[src/hdl/frame_split_pkg.sv]
package frame_split_pkg;

    // one byte of the stream
    typedef logic [7:0] byte_t;

    // stream beat shared by the input, the ARP port, the FIFO and the UDP port
    typedef struct packed {
        byte_t data;
        logic  last;                            // final byte of frame or datagram
    } net_beat_t;

    typedef logic [47:0] mac_addr_t;
    typedef logic [31:0] ipv4_addr_t;
    typedef logic [15:0] csum_t;

    // header sizes in bytes
    localparam int ETH_HDR_BYTES = 14;
    localparam int IP_HDR_BYTES  = 20;          // no options
    localparam int UDP_HDR_BYTES = 8;

    // ethertypes
    localparam logic [15:0] ETHERTYPE_ARP  = 16'h0806;
    localparam logic [15:0] ETHERTYPE_IPV4 = 16'h0800;

    // IPv4 fields
    localparam byte_t IP_VER_IHL   = 8'h45;     // version 4, five words
    localparam byte_t IP_PROTO_UDP = 8'h11;

    localparam mac_addr_t BROADCAST_MAC = '1;

    // folded sum over a correct header or datagram, checksum field included
    localparam csum_t CSUM_GOOD = 16'hFFFF;

endpackage

[src/hdl/rx_header_parser.sv]
`timescale 1ns/10ps

module rx_header_parser import frame_split_pkg::*; #(
    parameter mac_addr_t  LOCAL_MAC  = 48'hABCD_1234_5678,
    parameter ipv4_addr_t LOCAL_IP   = 32'hC0A8_006E,
    parameter int         FIFO_DEPTH = 2048
) (
    input  logic      logic_clk,
    input  logic      logic_rst,
    input  net_beat_t net_i,
    input  logic      net_valid_i,
    output logic      net_ready_o,
    output net_beat_t arp_o,
    output logic      arp_valid_o,
    input  logic      arp_ready_i,
    input  csum_t     ip_sum_i,
    output logic      ip_clear_o,
    output logic      ip_byte_valid_o,
    output byte_t     ip_byte_o,
    input  csum_t     udp_sum_i,
    output logic      udp_clear_o,
    output logic      udp_byte_valid_o,
    output byte_t     udp_byte_o,
    output logic      udp_word_valid_o,
    output csum_t     udp_word_o,
    output net_beat_t fifo_wr_o,
    output logic      fifo_wr_valid_o,
    input  logic      fifo_wr_ready_i,
    output logic      fifo_commit_o,
    output logic      fifo_drop_o
);

    typedef enum logic [2:0] {
        S_IDLE, S_ETH_HDR, S_ARP_FWD, S_IP_HDR, S_UDP_HDR, S_UDP_PAY, S_UDP_CHK, S_DRAIN
    } state_t;

    state_t      state_q;
    state_t      state_nx;
    logic [15:0] cnt_q;                         // accepted bytes in current section
    logic [15:0] pay_len_q;
    logic [15:0] udp_len_q;
    mac_addr_t   dst_mac_q;
    byte_t       type_hi_q;
    byte_t       ver_ihl_q;
    byte_t       proto_q;
    ipv4_addr_t  src_ip_q;
    ipv4_addr_t  dst_ip_q;
    logic        frame_end_q;                   // last seen with the final payload byte
    logic        short_q;                       // last came before the payload ended
    net_beat_t   arp_q;
    logic        arp_valid_q;

    logic        net_acc;
    logic [15:0] eth_type;
    logic        mac_ok;
    logic        ip_ok;
    logic        len_ok;
    logic        pay_done;

    always_comb begin
        case (state_q)
            S_ETH_HDR, S_IP_HDR, S_UDP_HDR, S_DRAIN: net_ready_o = 1'b1;
            S_ARP_FWD: net_ready_o = !arp_valid_q || arp_ready_i;  // slot free or leaving
            S_UDP_PAY: net_ready_o = fifo_wr_ready_i;
            default:   net_ready_o = 1'b0;
        endcase
    end

    assign net_acc  = net_valid_i && net_ready_o;
    assign eth_type = {type_hi_q, net_i.data};
    assign mac_ok   = (dst_mac_q == LOCAL_MAC) || (dst_mac_q == BROADCAST_MAC);
    assign pay_done = (cnt_q == pay_len_q - 16'd1);

    // IP verdict, ip_sum is complete from the first UDP header cycle on
    assign ip_ok = (ver_ihl_q == IP_VER_IHL) && (dst_ip_q == LOCAL_IP)
                && (ip_sum_i == CSUM_GOOD) && (proto_q == IP_PROTO_UDP);

    // needs a payload and must fit the FIFO
    assign len_ok = (udp_len_q > 16'(UDP_HDR_BYTES))
                 && (32'(udp_len_q) <= 32'(FIFO_DEPTH + UDP_HDR_BYTES));

    always_comb begin
        state_nx = state_q;
        case (state_q)
            S_IDLE: state_nx = S_ETH_HDR;       // sums cleared here
            S_ETH_HDR: begin
                if (net_acc && net_i.last) begin
                    state_nx = S_IDLE;          // runt
                end else if (net_acc && cnt_q == 16'(ETH_HDR_BYTES - 1)) begin
                    if (!mac_ok) begin
                        state_nx = S_DRAIN;
                    end else if (eth_type == ETHERTYPE_ARP) begin
                        state_nx = S_ARP_FWD;
                    end else if (eth_type == ETHERTYPE_IPV4) begin
                        state_nx = S_IP_HDR;
                    end else begin
                        state_nx = S_DRAIN;
                    end
                end
            end
            S_ARP_FWD: begin
                if (net_acc && net_i.last) begin
                    state_nx = S_IDLE;
                end
            end
            S_IP_HDR: begin
                if (net_acc && net_i.last) begin
                    state_nx = S_IDLE;
                end else if (net_acc && cnt_q == 16'(IP_HDR_BYTES - 1)) begin
                    state_nx = S_UDP_HDR;
                end
            end
            S_UDP_HDR: begin
                if (!ip_ok) begin
                    state_nx = (net_acc && net_i.last) ? S_IDLE : S_DRAIN;
                end else if (net_acc && net_i.last) begin
                    state_nx = S_IDLE;
                end else if (net_acc && cnt_q == 16'(UDP_HDR_BYTES - 1)) begin
                    state_nx = len_ok ? S_UDP_PAY : S_DRAIN;
                end
            end
            S_UDP_PAY: begin
                if (net_acc && (pay_done || net_i.last)) begin
                    state_nx = S_UDP_CHK;
                end
            end
            S_UDP_CHK: state_nx = frame_end_q ? S_IDLE : S_DRAIN;  // padding left over
            default: begin
                if (net_acc && net_i.last) begin
                    state_nx = S_IDLE;
                end
            end
        endcase
    end

    always_ff @(posedge logic_clk) begin
        if (logic_rst) begin
            state_q     <= S_IDLE;
            cnt_q       <= '0;
            arp_valid_q <= 1'b0;
            frame_end_q <= 1'b0;
            short_q     <= 1'b0;
        end else begin
            state_q <= state_nx;
            if (state_nx != state_q) begin
                cnt_q <= '0;
            end else if (net_acc) begin
                cnt_q <= cnt_q + 16'd1;
            end
            if (state_q == S_ARP_FWD && net_acc) begin
                arp_valid_q <= 1'b1;
            end else if (arp_ready_i) begin
                arp_valid_q <= 1'b0;
            end
            if (state_q == S_UDP_PAY && net_acc) begin
                frame_end_q <= net_i.last;
                short_q     <= net_i.last && !pay_done;
            end
        end
    end

    // field capture, big endian shifts
    always_ff @(posedge logic_clk) begin
        if (net_acc) begin
            case (state_q)
                S_ETH_HDR: begin
                    if (cnt_q < 16'd6) begin
                        dst_mac_q <= {dst_mac_q[39:0], net_i.data};
                    end
                    if (cnt_q == 16'd12) begin
                        type_hi_q <= net_i.data;
                    end
                end
                S_IP_HDR: begin
                    if (cnt_q == 16'd0) begin
                        ver_ihl_q <= net_i.data;
                    end
                    if (cnt_q == 16'd9) begin
                        proto_q <= net_i.data;
                    end
                    if (cnt_q >= 16'd12 && cnt_q < 16'd16) begin
                        src_ip_q <= {src_ip_q[23:0], net_i.data};
                    end
                    if (cnt_q >= 16'd16) begin
                        dst_ip_q <= {dst_ip_q[23:0], net_i.data};
                    end
                end
                S_UDP_HDR: begin
                    if (cnt_q == 16'd4 || cnt_q == 16'd5) begin
                        udp_len_q <= {udp_len_q[7:0], net_i.data};
                    end
                    if (cnt_q == 16'(UDP_HDR_BYTES - 1)) begin
                        pay_len_q <= udp_len_q - 16'(UDP_HDR_BYTES);
                    end
                end
                S_ARP_FWD: arp_q <= net_i;
                default: ;
            endcase
        end
    end

    assign arp_o       = arp_q;
    assign arp_valid_o = arp_valid_q;

    assign ip_clear_o      = (state_q == S_IDLE);
    assign ip_byte_valid_o = net_acc && (state_q == S_IP_HDR);
    assign ip_byte_o       = net_i.data;

    assign udp_clear_o      = (state_q == S_IDLE);
    assign udp_byte_valid_o = net_acc && (state_q == S_UDP_HDR || state_q == S_UDP_PAY);
    assign udp_byte_o       = net_i.data;
    assign udp_word_valid_o = net_acc && (state_q == S_UDP_HDR) && (cnt_q < 16'd6);

    // pseudo header, one word per UDP header beat
    always_comb begin
        case (cnt_q[2:0])
            3'd0:    udp_word_o = src_ip_q[31:16];
            3'd1:    udp_word_o = src_ip_q[15:0];
            3'd2:    udp_word_o = dst_ip_q[31:16];
            3'd3:    udp_word_o = dst_ip_q[15:0];
            3'd4:    udp_word_o = {8'h00, proto_q};
            default: udp_word_o = {udp_len_q[7:0], net_i.data};  // length hi from beat 4
        endcase
    end

    assign fifo_wr_o       = '{data: net_i.data, last: pay_done};
    assign fifo_wr_valid_o = net_valid_i && (state_q == S_UDP_PAY);
    assign fifo_commit_o   = (state_q == S_UDP_CHK) && (udp_sum_i == CSUM_GOOD) && !short_q;
    assign fifo_drop_o     = (state_q == S_UDP_CHK) && !fifo_commit_o;

endmodule

[config.mk]
export PLATFORM = sky130hd
export DESIGN_NAME = rx_header_parser
export DESIGN_NICKNAME = d
export VERILOG_FILES = /design/src/hdl/frame_split_pkg.sv /design/src/hdl/rx_header_parser.sv
export SDC_FILE = /design/constraint.sdc
export NUM_CORES = 1
export LEC_CHECK = 0
export ABC_CLOCK_PERIOD_IN_PS = 5560
export BUFFER_PORTS_ARGS = -buffer_cell sky130_fd_sc_hd__buf_4
export CORE_MARGIN = 4
export CORE_UTILIZATION = 40
export CTS_BUF_LIST = sky130_fd_sc_hd__clkbuf_8
export CTS_CLUSTER_DIAMETER = 80
export CTS_CLUSTER_SIZE = 16
export DETAILED_ROUTE_END_ITERATION = 16
export GPL_ROUTABILITY_DRIVEN = 0
export GPL_TIMING_DRIVEN = 0
export HOLD_SLACK_MARGIN = 0.08
export SYNTH_ARGS = -nofsm -noshare
export SYNTH_HDL_FRONTEND = slang
export SYNTH_SLANG_ARGS = --single-unit
[constraint.sdc]
create_clock -name logic_clk -period 5.56 [get_ports logic_clk]
set_clock_uncertainty 0.2 [all_clocks]
set_input_delay 0.278 -clock logic_clk [delete_from_list [all_inputs] [get_ports logic_clk]]
set_output_delay 0.278 -clock logic_clk [all_outputs]
set_load 0.02 [all_outputs]
; Word level (Yosys, flattened, before mapping)
; Cells that the tools add are included.
[word_totals]
output_inout_bits = 60
regBits = 199
rom_bits = 0
memories = 0
input_bits = 46
latchBits = 0
ramBits = 0
[classes]
n_eq_ne = 29
n_div = 0
muxes = 20
shift = 0
n_mul = 0
reduce_logical = 46
n_bitwise = 0
order_cmp = 6
n_addsub = 3
[ops]
columns = operator, count
row1 = $eq A48 B48 Y1 const B, 2
row2 = $pmux W16 S5, 1
row3 = $eq A16 B3 Y1 const B, 3
row4 = $eq A16 B4 Y1 const B, 3
row5 = $mux W3, 14
row6 = $eq A16 B12 Y1 const B, 2
row7 = $eq A16 B16 Y1 const B, 2
row8 = $eq A32 B32 Y1 const B, 1
row9 = $reduce_and A3 Y1, 8
row10 = $logic_and A1 B1 Y1, 22
row11 = $pmux W3 S6, 1
row12 = $add A16 B1 Y16 const B, 1
row13 = $eq A16 B16 Y1, 1
row14 = $eq A16 B5 Y1 const B, 1
row15 = $ge A16 B4 Y1 const B, 1
row16 = $ge A16 B5 Y1 const B, 1
row17 = $gt A16 B4 Y1 const B, 1
row18 = $le A16 B12 Y1 const B, 1
row19 = $logic_not A16 Y1, 1
row20 = $lt A16 B3 Y1 const B, 1
row21 = $lt A16 B5 Y1 const B, 1
row22 = $sub A16 B1 Y16 const B, 1
row23 = $sub A16 B4 Y16 const B, 1
row24 = $eq A3 B3 Y1 const B, 5
row25 = 15 further kinds, 28

; Depth between registers and ports, before layout
[logic_depth]
depth_word = 11
mapped_depth = 11
mapped_depth_nobuf = 10

; Worst setup path before layout
; No wires, ideal clock.
[synth_path]
path_kind = reg-to-reg
start = reg state_q[0]
end = reg src_ip_q[0] (enable)
path_buffers = 1
period_less_slack_ns = 4.348
setup_slack_ns = 1.212
arrival_time_ns = 3.687
t_required_ns = 4.899
stages_incl_launch_ff = 6
cell_sequence = dfxtp_1 > clkbuf_1 > inv_1 > or3_2 > or2_2 > nor3_1
[synth_between]
elab_chain_cells = 5
elab_cells_between_ends = 10
[synth_lines]
columns = element, line
row1 = start: declaration, rx_header_parser.sv:37  ; state_t state_q;
row2 = start signal: assignment, rx_header_parser.sv:144  ; state_q <= state_nx;
row3 = "$eq A3 B2 Y1, or another cell as far along", "rx_header_parser.sv:61, rx_header_parser.sv:165"
row4 = $reduce_or A4 Y1, rx_header_parser.sv:61  ; case (state_q)
row5 = $pmux W1 S3, rx_header_parser.sv:61
row6 = $logic_and A1 B1 Y1, rx_header_parser.sv:69  ; assign net_acc = net_valid_i && net_ready_o;
row7 = $reduce_and A3 Y1 (no line) (*), n/a
row8 = end signal: assignment, rx_header_parser.sv:182  ; src_ip_q <= {src_ip_q[23:0], net_i.data};
row9 = end: declaration, rx_header_parser.sv:46  ; ipv4_addr_t src_ip_q;
; Mark *: on every way between the ends. The rest lies on a longest branch, timed or not.
; A chain may end at the register's enable or synchronous reset.

; Worst setup path after layout
[layout_path]
start = reg pay_len_q[0]
end = out fifo_wr_o[0] (netlist bit)
[layout_between]
elab_chain_cells = 2
[layout_lines]
columns = element, line
row1 = start: declaration, rx_header_parser.sv:40  ; logic [15:0] pay_len_q;
row2 = start signal: assignment, rx_header_parser.sv:193  ; pay_len_q <= udp_len_q - 16'(UDP_HDR_BYTES);
row3 = $sub A16 B1 Y16, rx_header_parser.sv:72  ; assign pay_done = (cnt_q == pay_len_q - 16'd1);
row4 = $eq A16 B16 Y1, rx_header_parser.sv:72
row5 = end: declaration, rx_header_parser.sv:26  ; output net_beat_t fifo_wr_o,
; Every way passes these cells.

==> flow_summary.toml <==
[finish]
multi_input_area_um2 = 2890
n_antenna_cell = 0
final_cells = 1131
layout-drive-gt1-share_pct = 24.6
final_nets = 893
seq_area_um2 = 5760
area_delta_synth_final_pct = 19.7
fillers = 1890

[synthesis]
avgSynthCellArea_um2 = 12.9
synth_top_cell_area_share_pct = 59.0
synth-edff-count = 177
synth_ff_type = "edfxtp_1"
syn_nets = 751
yosysWarnings = 0
synth_largest_area_cell = "edfxtp_1"
synthArstFlopShare_pct = 0
syn_area_um2 = 9000
synth_area_leaders = "edfxtp_1 (59%), dfxtp_1 (4.9%), xnor2_1 (2.4%)"
yosysMostFrequentCell = "edfxtp_1"
seq_area_frac_synth_pct = 63.9
ys_ff_latch = 199
synth_cells = 697
synth_cell_type_count = 65
synth_common_cells = "edfxtp_1 (177), nor2_1 (47), a21oi_1 (30), nand2_1 (30), nand4_1 (30)"

[place]
hpwl_um = 15900
pre_cts_slack_ps = 1660
dp.cells = 1087
io_buffers = 105

[pwr]
power_density_nw_per_um2 = 257
power_uw = 2770
p_leak_uw = 0.00362
pwr-share-comb_pct = 8.0
switching_share_pct = 25.3
seqPwrFrac_pct = 59.5
intPower_uw = 2070
clkPwrFrac_pct = 32.4
ir_drop_v = 0.000169
switching_power_uw = 701

[sta]
max_freq_ghz = 0.250
finalHoldViolCount = 0
setup_ws_ps = 1560
rsz0062_at_grt = "no"
tns_ps = 0
worst_slew_pin_slew_ps = 1060
hold_ws_ps = 223
finalSetupViolations = 0
slew_violations = 0
fin_crit_ps = 4000
post-route-period-util_pct = 71.9
max_slew_margin_pct = 29.0

[die]
fp-row-count = 54
start_util_pct = 41.0
die-area_um2 = 25000
coreArea_um2 = 22000
die_y_um = 158
die_x_um = 158
io_pins = 106

[route]
drtIter0Drc = 816
num_vias = 6443
wl_um = 22600
wire_per_inst_um = 20.0
firstDrtPassIters = 9
remaining_drc_errors = 0
vias_per_cell = 5.70
drtAntennaViolNets = 0

[clock_tree]
htreeDepth = 4
clk_pin_slew_ps = 100
clk_latency_ps = 470
post-cts-setup-buffers = 0
clk_path_buf_depth = 2
cts_root_buf = "clkbuf_8"
ctsResizeCount = 0
postCtsHoldBufs = 13
cts_tree = "built"
cts_buffers = 17
clkSinkCount = 199

[grt]
grt.total_usage_pct = 18.2
grt_pass1_vias = 6359
overflow = 0
grt_max_degree = 39
grt_pass1_wl_um = 35300
antenna_found_initial = 0

[flow_run]
maxCapViolCount = 0

[setup_path]
cp_max_fo = 6
slowest_delay_ps = 660
worst-path-buf-inv = 4
start_kind = "flop"
path_cells = "inv_1 -> ha_1 -> nor3b_1 -> nand2_1 -> xor2_1 -> a211oi_1 -> nand4_1 -> or4_1 -> inv_1 -> buf_4 -> buf_4"
cp.arrival_ps = 3520
cp-end-kind = "primary output"
cp_top_family = "simple AND/OR/NAND/NOR gates"
worstPathRequired_ps = 5080
critPathKind = "flop to primary output"
cp_slowest_cell = "or4_1"

[run_status]
status = "complete, no violations"

[min_path]
hp-class = "primary input to flop"
[path summary, 6_finish.rpt]
check	start	endpoint	slack (ps)	cells after the start
setup reg to reg	cnt_q[8]	state_q[1]	1630	9
setup / recovery	pay_len_q[0]	fifo_wr_o[0]	1560	11
hold / removal	net_valid_i	state_q[0]	220	6
hold reg to reg	dst_mac_q[20]	dst_mac_q[28]	260	0
[registers in the layout, summed over array words and instances, names as in the netlist]
register	flops
dst_mac_q	48
dst_ip_q	32
src_ip_q	32
cnt_q	16
pay_len_q	16
udp_len_q	16
arp_o	9
proto_q	8
type_hi_q	8
ver_ihl_q	8
state_q	3
arp_valid_o	1
frame_end_q	1
short_q	1
[metrics by stage]
step / util (%) / instance area, um2
after floorplan: - / 9000
after global placement: 46.2 / 10100
after detailed placement: 46.6 / 10200
after CTS: 49.0 / 10800
after global routing: 49.1 / 10800
final: 49.1 / 10800
[area by class of cell]
type / count / area share [%]
Buffer: 54 / 3.11
Clock buffer: 17 / 2.17
Clock inverter: 14 / 1.49
Inverter: 19 / 0.662
Multi-Input combinational cell: 425 / 26.8
Sequential cell: 199 / 53.4
Tap cell: 280 / 3.25
Timing Repair Buffer: 123 / 9.13
[power groups by stage]
stage,Clock [uW],Combinational (uW),Sequential (uW)
after floorplan,0,112,1680
after global placement,0,208,1680
after detailed placement,0,216,1680
after CTS,916,223,1650
after global routing,980,238,1650
final,899,223,1650
[tightest hold or removal path, cell delays in order]
cell	delay, ps
buf_4	100
nand3_1	150
inv_1	110
nor2_1	70
o21ai_0	70
a31oi_1	80
[per-layer routing]
metal  wire (um)  vias up  global-route usage, %
met4         306        0                   4.51
met5           0        -                      0
li1            -     2973                      -
met3        1490       27                   3.42
met1        9560     3151                   24.3
met2       11300      292                   30.8
[cells by family after synthesis]
kind of cell	synth area share, %
xor gates and xnor gates	4.18
and+or+nand+nor	17.1
AOI/OAI and AO/OA	8.95
muxes	0.222
DFF	63.9
adders and majority gates	1.11
buffers and inverters	4.52
[cell usage in the layout (no fill, tap or decap), types with 10 or more instances in the layout]
cell type / count
nor2_1: 45
nand3_1: 17
xnor2_1: 25
a21oi_1: 30
dfxtp_1: 22
nand4_1: 30
o211ai_1: 12
a222oi_1: 16
dlygate4sd3_1: 13
xor2_1: 18
clkbuf_1: 23
inv_1: 18
nand2_1: 30
nor3_1: 21
clkbuf_8: 19
buf_4: 132
nor3_2: 14
edfxtp_1: 177
nor4_1: 26
a22oi_1: 10
No activity file was read; power rests on OpenSTA's default activity.
