$ cat src/hdl/frame_split_pkg.sv
package frame_split_pkg;

    // one byte of the stream
    typedef logic [7:0] byte_t;

    // stream beat shared by the input, the ARP port, the FIFO and the UDP port
    typedef struct packed {
        byte_t data;
        logic  last;                            // final byte of frame or datagram
    } net_beat_t;

    typedef logic [47:0] mac_addr_t;
    typedef logic [31:0] ipv4_addr_t;
    typedef logic [15:0] csum_t;

    // header sizes in bytes
    localparam int ETH_HDR_BYTES = 14;
    localparam int IP_HDR_BYTES  = 20;          // no options
    localparam int UDP_HDR_BYTES = 8;

    // ethertypes
    localparam logic [15:0] ETHERTYPE_ARP  = 16'h0806;
    localparam logic [15:0] ETHERTYPE_IPV4 = 16'h0800;

    // IPv4 fields
    localparam byte_t IP_VER_IHL   = 8'h45;     // version 4, five words
    localparam byte_t IP_PROTO_UDP = 8'h11;

    localparam mac_addr_t BROADCAST_MAC = '1;

    // folded sum over a correct header or datagram, checksum field included
    localparam csum_t CSUM_GOOD = 16'hFFFF;

endpackage

$ cat src/hdl/ones_complement_sum.sv
`timescale 1ns/10ps

module ones_complement_sum import frame_split_pkg::*; (
    input  logic  logic_clk,
    input  logic  logic_rst,
    input  logic  clear_i,
    input  logic  byte_valid_i,
    input  byte_t byte_i,
    input  logic  word_valid_i,
    input  csum_t word_i,
    output csum_t sum_o
);

    csum_t acc_q;                               // folded running sum
    byte_t hi_q;                                // high half waiting for its partner
    logic  hi_valid_q;
    csum_t in_word;
    csum_t pair_word;
    csum_t acc_nx;

    // 16-bit add with the end-around carry folded back in
    function automatic csum_t add_1c(input csum_t a, input csum_t b);
        logic [16:0] s;
        s = {1'b0, a} + {1'b0, b};
        return s[15:0] + csum_t'(s[16]);
    endfunction

    always_comb begin
        in_word   = '0;
        pair_word = '0;
        if (word_valid_i) begin
            in_word = word_i;
        end
        if (byte_valid_i && hi_valid_q) begin
            pair_word = {hi_q, byte_i};         // high byte first
        end
        acc_nx = add_1c(acc_q, in_word);
        acc_nx = add_1c(acc_nx, pair_word);
    end

    always_ff @(posedge logic_clk) begin
        if (logic_rst) begin
            acc_q      <= '0;
            hi_valid_q <= 1'b0;
        end else if (clear_i) begin
            acc_q      <= '0;
            hi_valid_q <= 1'b0;
        end else begin
            acc_q <= acc_nx;
            if (byte_valid_i) begin
                hi_valid_q <= !hi_valid_q;
            end
        end
    end

    always_ff @(posedge logic_clk) begin
        if (byte_valid_i && !hi_valid_q) begin
            hi_q <= byte_i;
        end
    end

    // an odd trailing byte counts as high half, zero padded
    assign sum_o = hi_valid_q ? add_1c(acc_q, {hi_q, 8'h00}) : acc_q;

endmodule

$ cat config.mk
export PLATFORM = sky130hd
export DESIGN_NAME = ones_complement_sum
export DESIGN_NICKNAME = d
export VERILOG_FILES = /design/src/hdl/frame_split_pkg.sv /design/src/hdl/ones_complement_sum.sv
export SDC_FILE = /design/constraint.sdc
export NUM_CORES = 1
export LEC_CHECK = 0
export BUFFER_PORTS_ARGS = -buffer_cell sky130_fd_sc_hd__buf_2
export CAP_MARGIN = 20
export CORE_ASPECT_RATIO = 1.2
export CORE_MARGIN = 2
export CORE_UTILIZATION = 58
export DETAILED_ROUTE_END_ITERATION = 10
export PLACE_DENSITY = 0.81
export SLEW_MARGIN = 20
export SYNTH_ARGS = -nofsm -noshare
export SYNTH_HDL_FRONTEND = slang
export SYNTH_SLANG_ARGS = --single-unit
$ cat constraint.sdc
create_clock -name logic_clk -period 11.95 [get_ports logic_clk]
set_input_delay 1.195 -clock logic_clk [delete_from_list [all_inputs] [get_ports logic_clk]]
set_output_delay 1.195 -clock logic_clk [all_outputs]
set_load 0.02 [all_outputs]
==> Word-level counts from Yosys, hierarchy flattened <==
Index checks and enable logic that the tools add are counted.
{ "totals": {"regBits": 25, "inputBits": 29, "out_inout_bits": 16, "elab_cells": 16} }
{ "op_classes": {"add_sub_neg": 6, "n_mux": 3, "n_reduce_logical": 4} }
{ "op_table": {"columns": ["op", "n"], "rows": [
  ["$add A16 B16 Y17", 3],
  ["$add A16 B1 Y16", 3],
  ["$mux W16", 3],
  ["$logic_and A1 B1 Y1", 2],
  ["$reduce_or A2 Y1", 1],
  ["$logic_not A1 Y1", 1]
]} }

==> Longest topological paths before layout <==
Gate-level depths: netlist of run 1.
{ "logic_depth": {"word_depth": 5, "mapped_depth": 37, "depth_no_buf": 37} }

==> Least setup slack after synthesis of run 1 <==
OpenSTA, ideal clock, no wires.
{ "synth_timing": {"path_type": "input-to-reg", "start": "input port word_i[0]", "end": "register acc_q[14]", "setup_ns": 0.128, "t_arrival_ns": 6.804, "setup_slack_ns": 5.019, "stages": 37, "path_cell_list": "and2_1 ha_1 inv_1 fa_1 nor2b_4 o31a_1 o211a_1 o311a_1 o21a_1 o21a_1 o21ai_0 nand2b_1 ha_1 nand3_1 nand3b_1 nor2_1 nor2_1 nor3_1 xnor2_1 ha_1 nand2_1 o21ai_0 nand4_1 o221ai_1 a21o_1 a21o_1 a21o_1 a21o_1 ha_1 ha_1 and2_1 inv_1 a31oi_1 nand4_1 nor4b_1 xnor2_1 nor2_1"} }
{ "synth_via": {"elab_chain_cells": 5} }
{ "synth_lines": {"columns": ["element", "line_no", "source"], "rows": [
  ["start: declaration", "ones_complement_sum.sv:10", "input csum_t word_i,"],
  ["$mux W16", "ones_complement_sum.sv:31", "if (word_valid_i) begin"],
  ["$add A16 B16 Y17", "ones_complement_sum.sv:24", "s = {1'b0, a} + {1'b0, b};"],
  ["$add A16 B1 Y16", "ones_complement_sum.sv:25", "return s[15:0] + csum_t'(s[16]);"],
  ["$add A16 B16 Y17", "ones_complement_sum.sv:24", null],
  ["$add A16 B1 Y16", "ones_complement_sum.sv:25", null],
  ["end signal: assignment", "ones_complement_sum.sv:49", "acc_q <= acc_nx;"],
  ["end: declaration", "ones_complement_sum.sv:14", "csum_t acc_q;"]
]} }
No other way between the ends.
A chain may end at the register's enable or synchronous reset.

==> Worst setup path after layout of run 1 <==
{ "layout_timing": {"start": "input port word_valid_i", "end": "register acc_q[14]"} }
{ "layout_via": {"elab_chain_cells": 5} }
{ "layout_lines": {"columns": ["element", "line_no", "source"], "rows": [
  ["start: declaration", "ones_complement_sum.sv:9", "input logic word_valid_i,"],
  ["$mux W16", "ones_complement_sum.sv:31", null],
  ["$add A16 B16 Y17", "ones_complement_sum.sv:24", null],
  ["$add A16 B1 Y16", "ones_complement_sum.sv:25", null],
  ["$add A16 B16 Y17", "ones_complement_sum.sv:24", null],
  ["$add A16 B1 Y16", "ones_complement_sum.sv:25", null]
]} }
No other way between the ends.

==> run summary, run 1 <==
clk sinks - 25
worst skew pair latency - 0.28 ns
XOR/XNOR share of the synthesized area - 14.42%
NetSw - 148.0 uW
Hold Crit Class - reg2reg
GRT Total Usage - 28.04%
# DRC - 0
Via density - 6.111
HP Start - hi_valid_q
CTS H-tree depth - 1
Worst Setup Slack, final - 4.287 ns
commonest non-fill, non-tap cell in the layout - nor2_1
drt total wl - 10,240 um
multi-input logic area - 3144 sq um
Crit Path Class - in2reg
slew margin rel. - 51.23%
largest family of logic cells by synthesized area - simple AND/OR/NAND/NOR gates
slowest CP cell - fa_1
final hold vios - 0
reg2reg end - acc_q[14]
Wirelength per Cell - 16.49 um
Die ar. - 7328 sq um
Ys Warns - 0
layout cell share with drive strength beyond 1 - 11.19%
vias in the first global route - 3,514
ys flop type - dfxtp_1
R2R Setup Slk - 5.17 ns
Worst IR Drop VDD - 0.07928 mV
number of iterations in the first detailed-routing pass - 6
largest net degree at the start of global routing - 41
port bufs - 44
Syn Area/Cell - 7.676 sq um
post-CTS sizing - 0
crit path capture - acc_q[14]
#FFs+latches synth - 25
adder-cell share of the synthesized area - 17.76%
crit path time final - 7.663 ns
antenna violations before repair - 0
Seq/Total Area, Yosys - 15.04%
EDFF count, synth - 8
Inserted Clock Buffers - 3
Worst path most repeated cell - ha_1
Slew @ Worst Pin - 0.7271 ns
Setup TNS Final - 0 ns
FP Rows - 32
Clk pwr share - 15.4%
total grt overflow - 0
R2R Path Start - acc_q[0]
Post-DRT Antenna Nets - 0
Synth Area in Simple Gates - 27.67%
Worst EP arrival - 7.84 ns
Synth Area in Compound Gates - 19.90%
syn_nets - 585
power share of the sequential group - 29.7%
Synth cell types - 60
# Max-Cap Violations - 0
Setup violations, final - 0
hold_ws - 0.8223 ns
leakage power - 1.986 nW
Post-CTS Setup Inserts - 0
status - finished, final reports clean
Peak Freq - 130.5 MHz
Initial DRC Count - 235
Hold Buf Count CTS - 0
routed vias - 3,795
ANT cells - 0
Pwr Density - 81.78 nW/um^2
Clock Skews - 0.01302 ns
Final nets - 619
CP required - 12.12 ns
ys async rst share - 0%
Startpoint Class - primary input
register area - 580.6 sq um
delay of the slowest critical-path stage - 0.43 ns
first-pass GRT wire length - 16,370 um
count of final max-slew check failures - 0
die width - 78.48 um
Worst Reg2Reg Path Length in Cells - 36
RePlAce Congestion - 0.9864
mux cell area share after synthesis - 1.685%
root buffer cell - clkbuf_8
die height - 93.38 um
clock buffer depth - 2
worst setup path start - word_valid_i
Boundary Pins - 45
Core ar. - 6446 sq um
Syn Inst Count - 503
synthesized cell area - 3861 sq um
Initial Util - 59.90%
post-DP HPWL - 8424 um
CTS tree - built
RSZ-0062 raised after global routing - false
crit end category - flop
Int Pwr - 194.1 uW
commonest non-fill, non-tap cells in the layout - 53 x nor2_1, 50 x ha_1, 44 x buf_2
# fillers - 578
maximum fanout along the worst path - 16
period utilization - 64.13%
Comb pwr share - 55.0%
Area Overhead vs Synth - 8.328%
Worst-path clk slew - 0.10 ns
Sw Share - 43.26%
Place WS - 4.081 ns
## layer usage
layer  vias to the layer above  part of all wire [%]  global-route usage [%]
met4                         0                   3.7                   11.40
li1                       1888                     -                       -
met1                      1745                    43                   36.18
met3                        29                   4.5                   1.062
met5                         -                     0                       0
met2                       133                    49                   49.14
## worst max-delay path, delay by kind of cell
kind            cells  cell delay, ns
xor+xnor            2            0.30
fa+ha+maj           6            1.49
compound gates     13            2.18
buf+inv             3            0.36
simple gates       14            2.30
## cell usage after synthesis, drive strengths merged, types with 5 or more instances
| library cell | n | area (sq um) |
|---|---|---|
| o21ai | 20 | 100.1 |
| nor4 | 5 | 31.28 |
| o21bai | 6 | 45.04 |
| dfxtp | 17 | 340.3 |
| o21a | 8 | 60.06 |
| nand4 | 9 | 56.30 |
| nand3 | 18 | 90.09 |
| nor2b | 7 | 51.30 |
| inv | 20 | 75.07 |
| xor2 | 19 | 166.4 |
| xnor2 | 42 | 367.9 |
| edfxtp | 8 | 240.2 |
| nand2 | 40 | 150.1 |
| o211ai | 5 | 37.54 |
| nor3 | 13 | 65.06 |
| clkbuf | 14 | 52.55 |
| ha | 50 | 625.6 |
| and2 | 23 | 143.9 |
| o2111ai | 6 | 52.55 |
| a21oi | 28 | 143.9 |
| nor2 | 53 | 198.9 |
| a21o | 14 | 105.1 |
| and3 | 21 | 131.4 |
## final cells by class
type	count	area share [%]
flip-flops and latches	25	13.88
inverters	20	1.795
clock inverters	1	0.1795
well taps	85	2.543
repair buffers	45	5.444
clock buffers	3	0.9871
multi-input cells	442	75.17
## how the worst min path moves through the flow
stage	slack, ns	end	cells past startpoint
2_1_floorplan	0.70	hi_valid_q	3
3_3_place_gp	0.80	hi_valid_q	3
3_5_place_dp	0.80	hi_valid_q	3
4_1_cts	0.82	hi_valid_q	3
5_1_grt	0.88	hi_valid_q	3
6_report	0.82	hi_valid_q	3
## stage by stage
| stage | util, % | power (mW) | instances | cell area [sq um] |
|---|---|---|---|---|
| finish | 64.89 | 0.3421 | 621 | 4183 |
| global placement | 64.13 | 0.2812 | 617 | 4134 |
| CTS | 64.89 | 0.3388 | 621 | 4183 |
| detailed placement | 64.13 | 0.2864 | 617 | 4134 |
| floorplan | - | 0.2425 | 503 | 3861 |
| global route | 64.89 | 0.3646 | 621 | 4183 |
## cells by family (layout without fill, tap and decap cells)
kind of cell	after synthesis	after routing
AND/OR/NAND/NOR	207	207
AO/OA/AOI/OAI	114	114
XOR/XNOR	62	62
adder cells (fa/ha/maj)	53	53
buffers and inverters	36	69
flip-flops	25	25
multiplexers	6	6
## power groups by stage
| stage | Sequential [mW] | Combinational [mW] | Clock [mW] |
|---|---|---|---|
| 3_5_place_dp | 0.103 | 0.183 | 0 |
| 4_1_cts | 0.101 | 0.185 | 0.0527 |
| 3_3_place_gp | 0.103 | 0.178 | 0 |
| 6_report | 0.102 | 0.188 | 0.0526 |
| 5_1_grt | 0.102 | 0.207 | 0.0557 |
| 2_1_floorplan | 0.100 | 0.142 | 0 |
## registers in the layout, summed over array words and instances, names as in the netlist
name and count:
acc_q 16, hi_valid_q 1, hi_q 8
Power figures use the tool's default switching activity.
==> inputs of run 2 (changes only) <==
--- a/config.mk
+++ b/config.mk
@@ -9,7 +9,7 @@
 export CAP_MARGIN = 20
 export CORE_ASPECT_RATIO = 1.2
 export CORE_MARGIN = 2
-export CORE_UTILIZATION = 58
+export CORE_UTILIZATION = 55
 export DETAILED_ROUTE_END_ITERATION = 10
 export PLACE_DENSITY = 0.81
 export SLEW_MARGIN = 20
==> constraint.sdc (replaced) <==
create_clock -name logic_clk -period 6.25 [get_ports logic_clk]
set_input_delay 0.625 -clock logic_clk [delete_from_list [all_inputs] [get_ports logic_clk]]
set_output_delay 0.625 -clock logic_clk [all_outputs]
set_load 0.02 [all_outputs]
==> run 2 against run 1 <==
The flow now finishes with violations (negative setup slack). Wire length rose by 15%. Global-route usage is 2.0 points higher. Critical path type unchanged. Sequential power increased by 92%.
==> run summary, run 2 (synthesized netlist as in run 1, its figures left out) <==
fin cells - 699
leakage power - 2.385 nW
post-DP HPWL - 9118 um
R2R Setup Slk - 0.11 ns
Die ar. - 7709 sq um
end of the worst hold path - hi_q[1]
Initial DRC Count - 301
period utilization - 101.0%
Worst IR Drop VDD - 0.1753 mV
port bufs - 44
root buffer cell - clkbuf_8
crit path time final - 6.311 ns
Via density - 6.102
CP required - 6.41 ns
Pwr Density - 146.8 nW/um^2
Top reg by flops - acc_q
antenna violations before repair - 0
Final nets - 695
Clock Skews - 0.003907 ns
Worst Reg2Reg Path Length in Cells - 36
Largest regs - acc_q x16, hi_q x8, hi_valid_q x1
slew margin rel. - 58.54%
R2R Path Start - acc_q[0]
total grt overflow - 0
layout cell share with drive strength beyond 1 - 26.63%
Worst EP arrival - 6.47 ns
die width - 80.49 um
die height - 95.79 um
status - finished, violations left
routed vias - 4,265
# DRC - 0
Setup violations, final - 2
GRT Total Usage - 30.06%
vias in the first global route - 4,120
crit end category - flop
Wirelength per Cell - 16.85 um
Inserted Clock Buffers - 3
FP Rows - 33
Area Overhead vs Synth - 27.74%
ANT cells - 0
CTS H-tree depth - 1
Core ar. - 6813 sq um
Slew @ Worst Pin - 0.6206 ns
Initial Util - 56.68%
HP Start - byte_i[1]
largest net degree at the start of global routing - 32
drt total wl - 11,780 um
violations in the final reports - negative setup slack
max reg flops - 16
Worst-path clk slew - 0.09 ns
Boundary Pins - 45
worst skew pair latency - 0.27 ns
Place WS - -0.5188 ns
delay of the slowest critical-path stage - 0.36 ns
clk sinks - 25
number of iterations in the first detailed-routing pass - 5
first-pass GRT wire length - 18,380 um
commonest non-fill, non-tap cell in the layout - buf_4
RSZ-0062 raised after global routing - true
multi-input logic area - 3302 sq um
# fillers - 519
Placed Cells - 687
Startpoint Class - primary input
CTS tree - built
Hold Crit Class - in2reg
hold path depth - 1
Hold Buf Count CTS - 0
# Max-Cap Violations - 0
maximum fanout along the worst path - 4
Post-DRT Antenna Nets - 0
commonest non-fill, non-tap cells in the layout - 76 x buf_4, 49 x nor2_1, 45 x ha_1
final hold vios - 0
Peak Freq - 158.5 MHz
slowest CP cell - o311a_1
reg2reg end - acc_q[12]
Crit Path Class - in2reg
count of final max-slew check failures - 0
clock buffer depth - 2
hold_ws - 0.5396 ns
Worst Setup Slack, final - -0.06094 ns
Worst path most repeated cell - a21o_1
RePlAce Congestion - 0.9848
register area - 580.6 sq um
==> run 2: per-stage QoR <==
stage	utilization (%)	TNS [ns]	area (sq um)	total power, mW
finish	72.40	-0.09905	4932	0.7239
global route	72.40	-0.6582	4932	0.7677
CTS	71.02	-0.005072	4838	0.7046
detailed placement	68.37	-3.776	4658	0.5963
global placement	68.37	-1.606	4658	0.5827
floorplan	-	0	3872	0.4649
==> run 2: power by group <==
group	internal [mW]	switching, mW
sequential	0.180	0.0160
clock	0.0457	0.0541
combinational	0.192	0.236
total	0.417	0.307
==> run 2: worst max path at each step <==
| stage | depth (start not counted) | start | slack, ns | to |
|---|---|---|---|---|
| after global routing | 38 | word_i[0] | -0.29 | acc_q[14] |
| after CTS | 38 | word_i[0] | -0.005 | acc_q[14] |
| final | 39 | word_i[0] | -0.06 | acc_q[12] |
| after floorplan | 37 | word_i[0] | 0.01 | acc_q[14] |
| after detailed placement | 37 | word_i[0] | -0.52 | acc_q[14] |
| after global placement | 37 | word_i[0] | -0.31 | acc_q[14] |
==> run 2: timing repair <==
action,in CTS,in global routing
pin swaps,27,31
endpoints found under the setup margin,8,14
gates resized for setup,21,17
hold endpoints to repair,0,0
buffers inserted,6,3
==> run 2: critical path, delay by kind of cell <==
| kind | cells | cell delay, ns |
|---|---|---|
| buf+inv | 4 | 0.39 |
| fa+ha+maj | 6 | 1.21 |
| compound gates | 13 | 2.32 |
| simple gates | 14 | 1.60 |
| xor+xnor | 2 | 0.30 |
==> run 2: area by class of cell <==
cell class | instances | share of cell area, %
multi-input cells | 442 | 66.95
clock buffers | 4 | 0.9132
well taps | 87 | 2.207
inverters | 20 | 1.573
repair buffers | 121 | 16.59
flip-flops and latches | 25 | 11.77
==> run 2: per-layer routing <==
| layer | GRT usage, % | vias to the layer above | share of wire (%) |
|---|---|---|---|
| li1 | - | 2035 | - |
| met1 | 35.02 | 2041 | 41 |
| met2 | 56.11 | 154 | 51 |
| met3 | 2.158 | 35 | 4.8 |
| met4 | 12.85 | 0 | 3.5 |
| met5 | 0 | - | 0 |
==> inputs of run 3 (changes only) <==
--- a/config.mk
+++ b/config.mk
@@ -7,11 +7,13 @@
 export LEC_CHECK = 0
 export BUFFER_PORTS_ARGS = -buffer_cell sky130_fd_sc_hd__buf_2
 export CAP_MARGIN = 20
+export CELL_PAD_IN_SITES_DETAIL_PLACEMENT = 2
+export CELL_PAD_IN_SITES_GLOBAL_PLACEMENT = 2
 export CORE_ASPECT_RATIO = 1.2
 export CORE_MARGIN = 2
-export CORE_UTILIZATION = 55
+export CORE_UTILIZATION = 32
 export DETAILED_ROUTE_END_ITERATION = 10
-export PLACE_DENSITY = 0.81
+export PLACE_DENSITY = 0.8
 export SLEW_MARGIN = 20
 export SYNTH_ARGS = -nofsm -noshare
 export SYNTH_HDL_FRONTEND = slang
==> run 3 against run 2 <==
The flow still finishes with violations (negative setup slack). Global-route usage is 1.5 points higher. Wire length is 99% higher. Clock power is 67% higher. Sequential power hardly changed. Clock skew is 0.0036 ns higher. Clock-buffer cell count stayed put. Setup slack worse by 0.63 ns. Utilization is 27 points lower. Worst hold slack worse by 0.017 ns. Power is 24% higher. Die area is 68% higher. Largest cell class unchanged. Largest power group unchanged. Highest routed layer unchanged.
==> run summary, run 3 (synthesized netlist as in run 1, its figures left out) <==
Worst path most repeated cell - a21o_1
crit end category - flop
GRT Total Usage - 31.59%
# fillers - 1,307
antenna violations before repair - 0
Worst IR Drop VDD - 0.2122 mV
clock buffer depth - 2
Placed Cells - 773
Peak Freq - 144.0 MHz
layout cell share with drive strength beyond 1 - 30.55%
Final nets - 718
largest net degree at the start of global routing - 41
crit-path leading delay family - compound AO/OA/AOI/OAI gates
worst path bufs/invs - 4
final hold vios - 0
period utilization - 111.1%
die height - 124.3 um
Via density - 6.116
status - finished, violations left
Initial DRC Count - 324
Setup TNS Final - -5.320 ns
power share of the sequential group - 22.1%
Clk pwr share - 18.6%
Boundary Pins - 45
violations in the final reports - negative setup slack
root buffer cell - clkbuf_16
CP required - 6.40 ns
first-pass GRT wire length - 31,460 um
Clock Skews - 0.007544 ns
number of iterations in the first detailed-routing pass - 4
Die ar. - 12,960 sq um
multi-input logic area - 3381 sq um
post-DP HPWL - 14,600 um
vias in the first global route - 5,369
total grt overflow - 0
slowest CP cell - nor4b_2
count of final max-slew check failures - 0
slew margin rel. - 37.96%
RSZ-0062 raised after global routing - true
Crit Path Class - in2reg
ANT cells - 0
Top reg by flops - acc_q
maximum fanout along the worst path - 8
delay of the slowest critical-path stage - 0.36 ns
Comb pwr share - 59.3%
Sw Share - 46.58%
Wirelength per Cell - 29.53 um
Largest regs - acc_q x16, hi_q x8, hi_valid_q x1
Initial Util - 33.07%
commonest non-fill, non-tap cells in the layout - 97 x buf_4, 48 x nor2_1, 45 x ha_1
# Max-Cap Violations - 0
commonest non-fill, non-tap cell in the layout - buf_4
die width - 104.3 um
max reg flops - 16
Int Pwr - 479.5 uW
port bufs - 44
FP Rows - 43
RePlAce Congestion - 0.9263
NetSw - 418.1 uW
drt total wl - 23,390 um
Final Instance Area - 5333 sq um
Setup violations, final - 14
fin cells - 792
placed cell area - 4866 sq um
Worst Setup Slack, final - -0.6933 ns
Core ar. - 11,670 sq um
Inserted Clock Buffers - 3
worst skew pair latency - 0.29 ns
register area - 580.6 sq um
# DRC - 0
Hold Crit Class - in2reg
Startpoint Class - primary input
Area Overhead vs Synth - 38.11%
Worst-path clk slew - 0.08 ns
leakage power - 2.603 nW
Slew @ Worst Pin - 0.9274 ns
Post-DRT Antenna Nets - 0
Pwr Density - 168.3 nW/um^2
crit path time final - 6.943 ns
Worst EP arrival - 7.10 ns
Hold Buf Count CTS - 0
routed vias - 4,844
clk sinks - 25
CTS H-tree depth - 1
CTS tree - built
## run 3: cell count changes in the layout (fill, tap and decap cells not counted), moves of 3 or more
cell / delta
clkbuf_8: -3
buf_4: +21
xnor2_1: -3
nand2_4: +3
clkbuf_16: +3
xnor2_2: +3
## run 3: repair_timing
action	in CTS	in global routing
setup endpoints to repair	16	16
setup buffers	12	7
gates cloned	1	0
pin swaps	29	28
resized for setup	31	24
## run 3: power groups by stage
stage          Sequential (mW)  Combinational [mW]  Clock [mW]
2_1_floorplan            0.192               0.273           0
3_3_place_gp             0.198               0.416           0
3_5_place_dp             0.200               0.453           0
4_1_cts                  0.196               0.472       0.161
5_1_grt                  0.199               0.564       0.170
6_report                 0.198               0.533       0.167
## run 3: through the flow
stage / setup slack, ns / power, mW / hold WS [ns] / util, %
after floorplan: 0.01134 / 0.4649 / 0.7002 / -
final: -0.6933 / 0.8976 / 0.5226 / 45.68
after detailed placement: -0.9541 / 0.6525 / 0.8172 / 41.68
after global placement: -0.4318 / 0.6142 / 0.8186 / 41.68
after global routing: -0.8147 / 0.9328 / 0.5206 / 45.68
after CTS: -0.1912 / 0.8300 / 0.5245 / 44.28
## run 3: path summary, 6_finish.rpt
path	slack, ns	to	start	cells after the start
worst min register to register	0.87	hi_valid_q	hi_valid_q	3
worst min-delay path	0.52	hi_q[7]	byte_i[7]	1
worst max register to register	-0.62	acc_q[14]	acc_q[0]	36
worst max-delay path	-0.69	acc_q[14]	word_valid_i	38
## run 3: per-layer routing
| metal | up-vias | track usage [%] | part of all wire [%] |
|---|---|---|---|
| met2 | 233 | 60.09 | 51 |
| met1 | 2436 | 31.92 | 37 |
| met4 | 0 | 18.92 | 7.0 |
| met5 | - | 0 | 0 |
| li1 | 2080 | - | - |
| met3 | 95 | 4.762 | 5.0 |
## run 3: final cells by class
type,instances,share of cell area [%]
multi-input cells,442,63.40
repair buffers,144,19.10
flip-flops and latches,25,10.89
well taps,157,3.684
clock buffers,4,1.478
inverters,20,1.455
